==> src/memtest_pkg.sv <==
`default_nettype none

package memtest_pkg;

    typedef logic [8:0]  addr_t;
    typedef logic [31:0] word_t;
    typedef logic [7:0]  byte_t;
    typedef logic [7:0]  loop_t;

    localparam int ram_depth = 512;
    localparam addr_t max_addr = addr_t'(ram_depth - 1);

    // 25 cycles per tick and 8 ticks per bit give 200 cycles per bit
    localparam int baud_div = 25;
    localparam int oversample = 8;
    localparam int bit_cycles = baud_div * oversample;

    localparam int pass_len = 2;
    localparam int error_len = 11;

    localparam byte_t code_pass = 8'h50;
    localparam byte_t code_error = 8'h45;
    localparam byte_t code_resume = 8'h63;

    typedef enum logic [1:0] {
        chk_idle,
        chk_sweep,
        chk_wait_report,
        chk_halted
    } check_state_t;

    typedef enum logic [1:0] {
        link_idle,
        link_send,
        link_wait_tx
    } link_state_t;

endpackage

`default_nettype wire
==> src/uart_rx.sv <==
`timescale 1ns/100ps
`default_nettype none

module uart_rx
    import memtest_pkg::*;
(
    input  wire          clk,
    input  wire          rst,
    input  wire          rx,
    output logic         rx_strobe,
    output byte_t        rx_byte
);

    logic       rx_meta;
    logic       rx_sync;
    logic [4:0] tick_cnt;
    logic       tick;
    logic       active;
    logic [2:0] os_cnt;
    logic [2:0] sample_point;
    logic [3:0] bit_idx;
    byte_t      shift;

    assign tick = (tick_cnt == 5'(baud_div - 1));

    // The start bit is checked half a bit in, every later bit a full bit on
    assign sample_point = (bit_idx == 4'd0) ? 3'(oversample / 2 - 1) : 3'(oversample - 1);

    always_ff @(posedge clk) begin
        if (rst) begin
            rx_meta <= 1'b1;
            rx_sync <= 1'b1;
            tick_cnt <= '0;
        end else begin
            rx_meta <= rx;
            rx_sync <= rx_meta;
            tick_cnt <= tick ? 5'd0 : tick_cnt + 1'b1;
        end
    end

    always_ff @(posedge clk) begin
        if (rst) begin
            active <= 1'b0;
            os_cnt <= '0;
            bit_idx <= '0;
            rx_strobe <= 1'b0;
        end else begin
            rx_strobe <= 1'b0;
            if (tick) begin
                if (!active) begin
                    if (!rx_sync) begin
                        active <= 1'b1;
                        os_cnt <= '0;
                        bit_idx <= '0;
                    end
                end else if (os_cnt == sample_point) begin
                    os_cnt <= '0;
                    bit_idx <= bit_idx + 1'b1;
                    if (bit_idx == 4'd0 && rx_sync) begin
                        active <= 1'b0;
                    end else if (bit_idx == 4'd9) begin
                        active <= 1'b0;
                        rx_strobe <= rx_sync;
                    end
                end else begin
                    os_cnt <= os_cnt + 1'b1;
                end
            end
        end
    end

    always_ff @(posedge clk) begin
        if (tick && active && os_cnt == sample_point) begin
            if (bit_idx >= 4'd1 && bit_idx <= 4'd8) begin
                shift <= {rx_sync, shift[7:1]};
            end
            if (bit_idx == 4'd9 && rx_sync) begin
                rx_byte <= shift;
            end
        end
    end

endmodule

`default_nettype wire

==> config.mk <==
export PLATFORM = sky130hd
export DESIGN_NAME = uart_rx
export DESIGN_NICKNAME = d
export VERILOG_FILES = /design/src/memtest_pkg.sv /design/src/uart_rx.sv
export SDC_FILE = /design/constraint.sdc
export NUM_CORES = 1
export LEC_CHECK = 0
export ABC_AREA = 1
export BUFFER_PORTS_ARGS = -buffer_cell sky130_fd_sc_hd__buf_2
export CAP_MARGIN = 20
export CORE_MARGIN = 5
export CORE_UTILIZATION = 45
export DETAILED_ROUTE_END_ITERATION = 10
export SLEW_MARGIN = 25
export SYNTH_ARGS = -nofsm -noshare
export SYNTH_HDL_FRONTEND = slang
export SYNTH_SLANG_ARGS = --single-unit
==> constraint.sdc <==
create_clock -name clk -period 3 [get_ports clk]
set_clock_uncertainty 0.2 [all_clocks]
set_input_delay 0.3 -clock clk [delete_from_list [all_inputs] [get_ports clk]]
set_output_delay 0.3 -clock clk [all_outputs]
set_load 0.03 [all_outputs]
==> run metrics <==
final worst-path cycle share between 60% and 70%; cell area after layout between 0.0015 and 0.002 mm^2; worst path arrival time about 1800 ps; CTS H-tree lvls 2; Max Cap Violations 0; fin. max-slew vios 0; Area growth, synth to finish 13.6%; die area 0.00422 mm^2; FF-to-FF Start bit_idx[0]$_SDFFE_PP0P_; post-synth top area share 35.4%; Filler cells 270; total wire length 2.04 mm; Post-synth EDFFs 16; post-cts gate resize count 0; dpl cell area ~0.0015 mm^2; initial antenna violation count 0; GR Overflow Total 0; Compound-Gate Fraction of Synth Area around 7.6%; slowest stage cell, crit path dfxtp_1; Cells after Synth ~130; hold-critical path endpoint bit_idx[1]$_SDFFE_PP0P_; DR pass1 iterations 4; hold depth 2; Post-synth top cells dfxtp_1, edfxtp_1, inv_1; Crit path largest cell delay roughly 410 ps; ys async rst share 0%; placer congestion estimate between 0.7 and 0.8; Mapped Area roughly 0.0014 mm^2; worst path cell trace inv_1 -> ha_1 -> nand3_1 -> nand3_4 -> nor2_4 -> nand2_1 -> inv_1; clk buf depth 2; DIE HEIGHT about 65 um; largest net degree at the start of global routing 12; # port buffers 11; TritonCTS Sinks 32; crit path launch bit_idx[0]$_SDFFE_PP0P_; RSZ-0062 raised after global routing no; Crit path required time between 2000 and 3000 ps; CP max FO 8; Clk Latency, worst-skew pair approximately 330 ps; Final min period approximately 2000 ps; Least-Margin Pin Slew 328 ps; Hold Path Class in -> reg; WL/cell about 11 um; Unique masters post-synth 26; most used flip-flop cell after synthesis edfxtp_1; FF-to-FF End rx_byte[1]$_DFFE_PP_; Via Count 892; Synth Area per Inst 10.5 um^2; gr usage total a little under an eighth; row cnt 20; final setup fails 0; worst relative slew slack slightly below 80%; Post-Synth XOR/XNOR Area roughly 1.3%; post-route ant nets 0; NumNets Final about 160; simple-gate share of the synthesized area between 20 and 25%; Starting Density between 40% and 50%; critical path class reg -> reg; Inserted Clock Buffers 5; FMAX roughly 500 MHz; core box area roughly 0.0030 mm^2; top cells by area in the synthesized netlist edfxtp_1, dfxtp_1, ha_1; Multi-input gate area just under 500 um^2; Hold Startpoint rst; Yosys reg bits 32; vias in the first global route 801; most frequent CP cell inv_1; setup TNS 0 ps; DRC 0; io pins 12; CTS tree built; largest family of logic cells by synthesized area simple AND/OR/NAND/NOR gates; mux contribution to synthesized area 0%; die width ~65 um; Post-Synth Adder-Cell Area around 6.5%; Pleak approximately 0.00058 uW; Power Density 519 mW/mm^2; YS warnings 0; status complete, no violations; Seq/Total Area, Yosys between 50% and 60%; flop-to-flop setup slack approximately 1000 ps; vias per inst 4.93; Reg clk slew, reported paths around 100 ps; leading area contributor after synthesis edfxtp_1; crit end category register; flip-flop and latch area between 800 and 900 um^2; worst r2r path cells 7; layout cells sized above 1 about a quarter; Fin. Hold Viols 0; Startpoint Class register; first-pass GRT wire length about 3.5 mm; syn nets 139; ant diodes 0; IR drop worst, VDD ~0.00026 V; detailed-placement wirelength estimate 1.51 mm; initial detailed-routing violation count 14; root buffer cell clkbuf_4; fin util 51.8%; final hold slack ~35 ps
==> sequential cells by signal, indices dropped and copies added (netlist names) <==
register	cells
rx_meta	1
rx_byte	8
bit_idx	4
rx_sync	1
active	1
rx_strobe	1
tick_cnt	5
shift	8
os_cnt	3
==> layout make-up <==
cell class                      instances  area share, %
Clock inverter                          3           2.76
Inverter                               17           4.14
Clock buffer                            5           2.43
Sequential cell                        32           51.9
Timing Repair Buffer                   13           4.70
Tap cell                               33           2.68
Multi-Input combinational cell         78           31.4
==> cell usage in the layout (no fill, tap or decap), types with 7 or more instances in the layout <==
cell / instances
nand3_1: 7
inv_1: 16
nor2_1: 13
edfxtp_1: 16
dfxtp_1: 16
buf_2: 11
a21oi_1: 9
nand2_1: 14
ha_1: 7
==> how the worst max path moves through the flow <==
stage / end / slack [ps]
detailed placement: rx_byte[6]$_DFFE_PP_ / 1000
finish: rx_byte[1]$_DFFE_PP_ / 990
CTS: rx_byte[6]$_DFFE_PP_ / 970
global route: rx_byte[1]$_DFFE_PP_ / 830
floorplan: shift[0]$_DFFE_PP_ / 580
global placement: rx_byte[6]$_DFFE_PP_ / 1070
==> per-layer routing <==
metal  track usage [%]  wire, um
met5                 0         0
met4              8.71        69
met3              5.37       103
met2              16.2       865
met1              13.7      1000
==> power breakdown <==
group          switching [uW]  internal, uW  total [uW]
sequential               3.31           459         462
clock                     147           174         321
combinational            10.3          7.15        17.4
total                     161           640         800
==> logic make-up after synthesis <==
logic type	count (synthesis)
buf+inv	19
xor+xnor	2
fa+ha+maj	7
flops	32
simple gates	50
compound gates	19
==> metrics by stage <==
stage          cells  power, uW  setup slack, ps
2_1_floorplan    129        485              579
3_3_place_gp     172        489             1070
3_5_place_dp     172        489              996
4_1_cts          181        816              968
5_1_grt          181        842              828
6_report         181        800              992
==> timing repair <==
item / 4_1_cts / 5_1_grt
hold endpoints to repair: 1 / 0
hold buffers: 1 / 0
buffers inserted: 0 / 0
==> worst max-delay path: cells and delay by family, from the launching register on <==
kind,cells,cell delay [ps]
buffers and inverters,2,330
and+or+nand+nor,4,490
adders and majority gates,1,240
DFF,1,410
(Power assumes the default switching activity.)
