===== src/memtest_pkg.sv =====
`default_nettype none

package memtest_pkg;

    typedef logic [8:0]  addr_t;
    typedef logic [31:0] word_t;
    typedef logic [7:0]  byte_t;
    typedef logic [7:0]  loop_t;

    localparam int ram_depth = 512;
    localparam addr_t max_addr = addr_t'(ram_depth - 1);

    // 25 cycles per tick and 8 ticks per bit give 200 cycles per bit
    localparam int baud_div = 25;
    localparam int oversample = 8;
    localparam int bit_cycles = baud_div * oversample;

    localparam int pass_len = 2;
    localparam int error_len = 11;

    localparam byte_t code_pass = 8'h50;
    localparam byte_t code_error = 8'h45;
    localparam byte_t code_resume = 8'h63;

    typedef enum logic [1:0] {
        chk_idle,
        chk_sweep,
        chk_wait_report,
        chk_halted
    } check_state_t;

    typedef enum logic [1:0] {
        link_idle,
        link_send,
        link_wait_tx
    } link_state_t;

endpackage

`default_nettype wire

===== src/uart_tx.sv =====
`timescale 1ns/100ps
`default_nettype none

module uart_tx
    import memtest_pkg::*;
(
    input  wire          clk,
    input  wire          rst,
    input  wire          tx_valid,
    input  wire byte_t   tx_byte,
    output logic         tx_accept,
    output logic         tx
);

    logic       busy;
    logic [7:0] cyc_cnt;
    logic [3:0] bit_idx;

    // Remaining data bits with the stop bit behind them
    logic [8:0] shift;

    assign tx_accept = tx_valid && !busy;

    always_ff @(posedge clk) begin
        if (rst) begin
            busy <= 1'b0;
            tx <= 1'b1;
            cyc_cnt <= '0;
            bit_idx <= '0;
        end else if (!busy) begin
            tx <= 1'b1;
            if (tx_valid) begin
                busy <= 1'b1;
                tx <= 1'b0;
                cyc_cnt <= '0;
                bit_idx <= '0;
            end
        end else if (cyc_cnt == 8'(bit_cycles - 1)) begin
            cyc_cnt <= '0;
            if (bit_idx == 4'd9) begin
                busy <= 1'b0;
                tx <= 1'b1;
            end else begin
                tx <= shift[0];
                bit_idx <= bit_idx + 1'b1;
            end
        end else begin
            cyc_cnt <= cyc_cnt + 1'b1;
        end
    end

    always_ff @(posedge clk) begin
        if (tx_accept) begin
            shift <= {1'b1, tx_byte};
        end else if (busy && cyc_cnt == 8'(bit_cycles - 1)) begin
            shift <= {1'b1, shift[8:1]};
        end
    end

endmodule

`default_nettype wire


===== config.mk =====
export PLATFORM = sky130hd
export DESIGN_NAME = uart_tx
export DESIGN_NICKNAME = d
export VERILOG_FILES = /design/src/memtest_pkg.sv /design/src/uart_tx.sv
export SDC_FILE = /design/constraint.sdc
export NUM_CORES = 1
export LEC_CHECK = 0
export BUFFER_PORTS_ARGS = -buffer_cell sky130_fd_sc_hd__buf_2
export CORE_MARGIN = 3
export CORE_UTILIZATION = 50
export CTS_CLUSTER_DIAMETER = 150
export DETAILED_ROUTE_END_ITERATION = 16
export HOLD_SLACK_MARGIN = 0.05
export PLACE_DENSITY = 0.7
export SYNTH_ARGS = -nofsm -noshare
export SYNTH_HDL_FRONTEND = slang
export SYNTH_SLANG_ARGS = --single-unit

===== constraint.sdc =====
create_clock -name clk -period 2.4 [get_ports clk]
set_clock_uncertainty 0.15 [all_clocks]
set_input_delay 0 -clock clk [delete_from_list [all_inputs] [get_ports clk]]
set_output_delay 0 -clock clk [all_outputs]
set_load 0.05 [all_outputs]

==> flow_metrics.tcl, run 1 <==
set metrics [dict create \
    status "finished, final reports clean" \
    syn_avg_cell_area_um2 9.00 \
    ys.flop_type "dfxtp_1" \
    dr.pass1.iters 4 \
    die_h_um 53.1 \
    grt_max_degree 13 \
    p_leak_nw 0.569 \
    cts_setup_buffers 0 \
    ir_worst_vdd_v 0.000366 \
    cts_resized 0 \
    grt-ovfl-total 0 \
    yosysSeqAreaShare_pct 47.0 \
    seqCellArea_um2 520 \
    ys.warnings.count 0 \
    multiInputGateArea_um2 551 \
    worst_slack_ns 0.434 \
    portBuffers 12 \
    n_antenna_cell 0 \
    crit_required_ns 2.50 \
    numCtsBuffers 3 \
    slew_headroom_pct 66.8 \
    synth_nets 138 \
    crit_buf_inv 2 \
    post_drt_via_cell_ratio 5.43 \
    track_usage_pct 19.3 \
    antenna_found_initial 0 \
    drc 0 \
    finalMaxSlewViolations 0 \
    ys_types 37 \
    synth-edff-count 8 \
    cts_tree "yes" \
    critical_path.max_fanout 11 \
    synthCells 123 \
    pwr-share-seq_pct 62.0 \
    async_reset_ff_share_pct 0 \
    tightest_slew_ns 0.494 \
    power_frac_comb_pct 12.7 \
    h-tree-depth 1 \
    max-cap-violations 0 \
    layout-drive-gt1-share_pct 13.6 \
    critical_path.top_delay_family "buffers and inverters" \
    gp_congestion 0.840 \
    cts.sinks 22 \
    p_clk_share_pct 25.3 \
    internal_power_w 0.000500 \
    fmax_mhz 509 \
    finalSetupTns_ns 0 \
    ant_nets 0 \
    worst_ep_arrival_time_ns 2.07 \
    clockRootBuffer "clkbuf_4" \
    dr_total_vias 944 \
    hold_viol_final 0 \
    area_growth_pct 19.9 \
    ctsHoldBuffers 11 \
    grt_pass1_wl_um 4000 \
    ys_ff_latch 22 \
    n_fill_cell 172 \
    cp-start-kind "flip-flop" \
    cp-end-kind "flip-flop" \
    sw_frac_of_total_pct 24.7 \
    worst_path_largest_cell_delay_ns 0.55 \
    cts.clk_slew.worst_paths_ns 0.12 \
    num_io_pins 13 \
    crit_chain "buf_4, nor2_1, o21ai_0, a21oi_1, dlygate4sd3_1" \
    synth_area_um2 1110 \
    holdWs_ns 0.332 \
    p_switching_w 0.000164 \
    fin_crit_ns 1.97 \
    core_area_um2 2020 \
    floorplan.initialDensity_pct 54.8 \
    insertion_delay_ns 0.30 \
    rsz0062_at_grt "no" \
    finalCritPeriodShare_pct 81.9 \
    wire_per_inst_um 13.2 \
    die-area_um2 2820 \
    cp_slowest_cell "dlygate4sd3_1" \
    cts.path.max_buffers 2 \
    die_w_um 53.1 \
    place_hpwl_um 1530 \
    pre_cts_ws_ns 0.562 \
    drt_iter0_drc 39 \
    power_density_nw_per_um2 500 \
    final_nets 163 \
    fp-row-count 16 \
    drt_wl_total_um 2300 \
    hp-class "primary input to flip-flop" \
    setup_viol 0 \
    first_global_vias 906 \
    crit_type "flip-flop to flip-flop" \
]
-- per-layer routing --
layer	up-vias	wire length (µm)	GRT usage, %
met4	0	7	6.38
li1	493	-	-
met3	2	91	3.38
met2	22	1080	30.8
met1	427	1130	26.3
met5	-	0	0
-- cell usage in the layout (no fill, tap or decap), drive strengths merged, types with 2 or more instances in the layout --
master,synthesis,routed
nor2,7,7
dlygate4sd3,0,11
edfxtp,8,8
clkbuf,2,3
a21oi,7,7
o21ai,5,5
nor3b,2,2
a22o,2,2
and3,3,3
inv,2,2
nand2,27,27
nand3,6,6
a21o,2,2
buf,3,14
nand3b,2,2
dfxtp,14,14
clkinv,1,2
a31oi,6,6
ha,4,4
nor3,3,3
nand2b,3,3
-- layout make-up --
cell class / instances / share of cell area (%)
Timing Repair Buffer: 25 / 13.9
Clock buffer: 3 / 1.70
Tap cell: 27 / 2.54
Clock inverter: 1 / 0.283
Sequential cell: 22 / 39.2
Inverter: 3 / 0.848
Multi-Input combinational cell: 93 / 41.5
-- synthesized netlist by cell type, types with 2 or more instances --
library cell / instances / area, µm²
o21ai_0: 5 / 25.0
ha_1: 4 / 50.1
edfxtp_1: 8 / 240
nor3b_1: 2 / 15.0
a21oi_1: 6 / 30.0
nand2_1: 26 / 97.6
a31oi_1: 6 / 37.5
nand2b_1: 3 / 18.8
a21o_1: 2 / 15.0
buf_2: 2 / 10.0
clkbuf_1: 2 / 7.51
and3_1: 3 / 18.8
nor2_1: 7 / 26.3
nor3_1: 3 / 15.0
nand3_1: 6 / 30.0
dfxtp_1: 14 / 280
nand3b_1: 2 / 15.0
inv_1: 2 / 7.51
a22o_1: 2 / 17.5
-- worst paths after layout --
path	start	endpoint	slack, ns	cells past startpoint
worst max-delay path	busy	cyc_cnt[2]	0.43	5
worst min-delay path	tx_byte[7]	shift[7]	0.33	3
worst max register to register	busy	cyc_cnt[2]	0.43	5
worst min register to register	cyc_cnt[7]	cyc_cnt[7]	0.34	1
-- logic make-up after synthesis --
family	Yosys count	synth area share (%)
AOI/OAI and AO/OA	26	15.1
xor gates and xnor gates	1	0.791
adders and majority gates	4	4.52
buffers and inverters	8	3.28
DFF	22	47.0
and+or+nand+nor	62	29.3
-- state kept, by name (all words and copies together) (netlist names) --
name,flops
cyc_cnt,8
busy,1
bit_idx,4
shift,8
tx,1
-- per-stage QoR --
step / power, W / instance area [µm²] / util [%] / instances
4_1_cts: 0.000671 / 1330 / 65.7 / 174
5_1_grt: 0.000704 / 1330 / 65.7 / 174
6_report: 0.000664 / 1330 / 65.7 / 174
3_5_place_dp: 0.000490 / 1190 / 58.9 / 159
3_3_place_gp: 0.000488 / 1190 / 58.9 / 159
2_1_floorplan: 0.000467 / 1110 / - / 123
-- power by group through the flow --
stage | sequential (W) | combinational [W] | clock, W
6_report | 0.000412 | 0.0000841 | 0.000168
5_1_grt | 0.000414 | 0.0000945 | 0.000196
4_1_cts | 0.000411 | 0.0000836 | 0.000177
3_5_place_dp | 0.000420 | 0.0000705 | 0
3_3_place_gp | 0.000419 | 0.0000694 | 0
2_1_floorplan | 0.000419 | 0.0000473 | 0
-- worst min-delay path: stages --
cell and delay, ns:
dlygate4sd3_1 0.51, buf_2 0.09, nand2b_1 0.08
Note: power is estimated with default switching activity, not from simulation.
==> run 2: changes to the inputs <==
--- a/config.mk
+++ b/config.mk
@@ -5,6 +5,7 @@
 export SDC_FILE = /design/constraint.sdc
 export NUM_CORES = 1
 export LEC_CHECK = 0
+export ABC_AREA = 1
 export BUFFER_PORTS_ARGS = -buffer_cell sky130_fd_sc_hd__buf_2
 export CORE_MARGIN = 3
 export CORE_UTILIZATION = 50
==> constraint.sdc (replaced) <==
create_clock -name clk -period 2 [get_ports clk]
set_clock_uncertainty 0.15 [all_clocks]
set_input_delay 0 -clock clk [delete_from_list [all_inputs] [get_ports clk]]
set_output_delay 0 -clock clk [all_outputs]
set_load 0.05 [all_outputs]
==> flow_metrics.tcl, run 2 <==
set metrics [dict create \
    status "finished, final reports clean" \
    netlist.area_leader.share_pct 23.7 \
    synth_area_leader_cell "dfxtp_1" \
    tightest_slew_ns 0.297 \
    gp_congestion 0.806 \
    drt_wl_total_um 2390 \
    synth_area_um2 1180 \
    cp-start-kind "flip-flop" \
    synthCells 157 \
    ir_worst_vdd_v 0.000491 \
    ys.flop_type "dfxtp_1" \
    rr_endpoint "shift[0]" \
    die_h_um 54.6 \
    core_area_um2 2100 \
    n_antenna_cell 0 \
    async_reset_ff_share_pct 0 \
    pre_cts_ws_ns 0.351 \
    worst_slack_ns 0.328 \
    final_nets 198 \
    cts.sinks 22 \
    ys_types 22 \
    antenna_found_initial 0 \
    layout-drive-gt1-share_pct 15.9 \
    grt-ovfl-total 0 \
    cts.clk_slew.worst_paths_ns 0.11 \
    n_fill_cell 189 \
    track_usage_pct 19.7 \
    syn_avg_cell_area_um2 7.52 \
    power_density_nw_per_um2 595 \
    setup_viol 0 \
    r2r_slack_ns 0.33 \
    synth-edff-count 8 \
    finalMaxSlewViolations 0 \
    first_global_vias 984 \
    slew_headroom_pct 80.2 \
    p_leak_nw 0.577 \
    area_growth_pct 17.9 \
    multiInputGateArea_um2 577 \
    ys.warnings.count 0 \
    hp-class "primary input to flip-flop" \
    yosysSeqAreaShare_pct 44.1 \
    critical_path.max_fanout 8 \
    ys_ff_latch 22 \
    wire_per_inst_um 11.4 \
    drc 0 \
    endpoint "shift[0]" \
    synthTopCellsByArea "dfxtp_1, edfxtp_1, nand2_1" \
    crit_type "flip-flop to flip-flop" \
    num_io_pins 13 \
    rr_startpoint "cyc_cnt[0]" \
    max-cap-violations 0 \
    numCtsBuffers 3 \
    fp-row-count 16 \
    cts_tree "yes" \
    insertion_delay_ns 0.30 \
    placedCellCount 195 \
    hold_viol_final 0 \
    drt_iter0_drc 18 \
    die-area_um2 2980 \
    rsz0062_at_grt "no" \
    post_drt_via_cell_ratio 5.00 \
    finalSetupTns_ns 0 \
    grt_pass1_wl_um 4220 \
    grt_max_degree 13 \
    h-tree-depth 1 \
    place_hpwl_um 1710 \
    dr_total_vias 1045 \
    fmax_mhz 598 \
    largestRegisters "cyc_cnt (8), shift (8), bit_idx (4)" \
    portBuffers 12 \
    reg2reg_depth 6 \
    crit_start "cyc_cnt[0]" \
    seqCellArea_um2 520 \
    fin_crit_ns 1.67 \
    die_w_um 54.6 \
    synthMostInstantiatedCell "nand2_1" \
    dr.pass1.iters 4 \
    final_common_cell "nand2_1" \
    synth_nets 172 \
    ys_top_cells_by_count "nand2_1, nand3_1, dfxtp_1" \
    cts_setup_buffers 0 \
    finalCritPeriodShare_pct 83.6 \
    ant_nets 0 \
    clockRootBuffer "clkbuf_4" \
    fin_cells 209 \
    worst_ep_arrival_time_ns 1.54 \
    floorplan.initialDensity_pct 56.2 \
    cp-end-kind "flip-flop" \
    layout_common_cells "nand2_1, nand3_1, dfxtp_1" \
    cts.path.max_buffers 2 \
    crit_required_ns 1.87 \
]
[run 2: cell types whose count changed after synthesis, moves of 3 or more]
cell | previous run | this run
inv_2 | 0 | 3
nor2_1 | 7 | 10
a21oi_1 | 6 | 11
nor2_4 | 0 | 4
a31oi_1 | 6 | 0
nand2b_1 | 3 | 0
nand2_1 | 26 | 55
and3_1 | 3 | 0
nor3_1 | 3 | 0
nand3_1 | 6 | 16
inv_1 | 2 | 13
[run 2: how the worst min path moves through the flow]
stage,end,depth (start not counted),start,slack (ns)
2_1_floorplan,shift[0],2,tx_byte[0],0.03
3_3_place_gp,shift[7],2,tx_byte[7],0.11
3_5_place_dp,shift[7],2,tx_byte[7],0.12
4_1_cts,shift[7],3,tx_byte[7],0.33
5_1_grt,shift[7],3,tx_byte[7],0.35
6_report,shift[3],4,tx_byte[3],0.35
[run 2: per-stage QoR]
stage                     area (µm²)  util, %  power [W]  hold slack [ns]
after floorplan                 1180        -   0.000593           0.0286
after global placement          1270     60.2   0.000622            0.110
after detailed placement        1270     60.2   0.000626            0.118
after CTS                       1390     66.3   0.000838            0.332
after global routing            1390     66.3   0.000877            0.345
final                           1390     66.3   0.000829            0.346
[run 2: cells by family after synthesis]
family | count (synthesis) | share of synthesized area, %
adder cells (fa/ha/maj) | 4 | 4.24
AO/OA/AOI/OAI | 18 | 7.84
AND/OR/NAND/NOR | 93 | 36.0
flip-flops | 22 | 44.1
buffers and inverters | 19 | 7.10
XOR/XNOR | 1 | 0.742
[run 2: cell type report]
| cell class | instances | area share (%) |
|---|---|---|
| Multi-Input combinational cell | 116 | 41.4 |
| Sequential cell | 22 | 37.4 |
| Timing Repair Buffer | 24 | 12.6 |
| Inverter | 16 | 4.31 |
| Tap cell | 27 | 2.43 |
| Clock buffer | 3 | 1.62 |
| Clock inverter | 1 | 0.270 |
[run 2: metal layers]
layer / global-route usage [%] / wire length [µm] / up-vias
met5: 0 / 0 / -
met4: 6.22 / 24 / 0
met3: 4.09 / 49 / 4
met2: 31.5 / 1120 / 12
met1: 26.2 / 1200 / 474
li1: - / - / 555
[run 2: timing repair]
action | CTS | global route
gates resized for setup | 0 | 0
endpoints found under the hold margin | 22 | 0
setup endpoints to repair | 0 | 0
hold buffers | 10 | 0
[run 2: worst max-delay path: stages, from the launching register on]
cell and delay (ns):
dfxtp_1 0.40, ha_1 0.21, nand3_1 0.13, nor2_4 0.18, nor2_4 0.07, nor2_1 0.09, buf_4 0.17
[run 2: report_power, final]
group	switching, W	internal, W	leakage, nW
logic	0.0000773	0.0000500	0.371
registers	0.0000123	0.000492	0.191
clock network	0.000124	0.0000727	0.0154
total	0.000214	0.000615	0.577
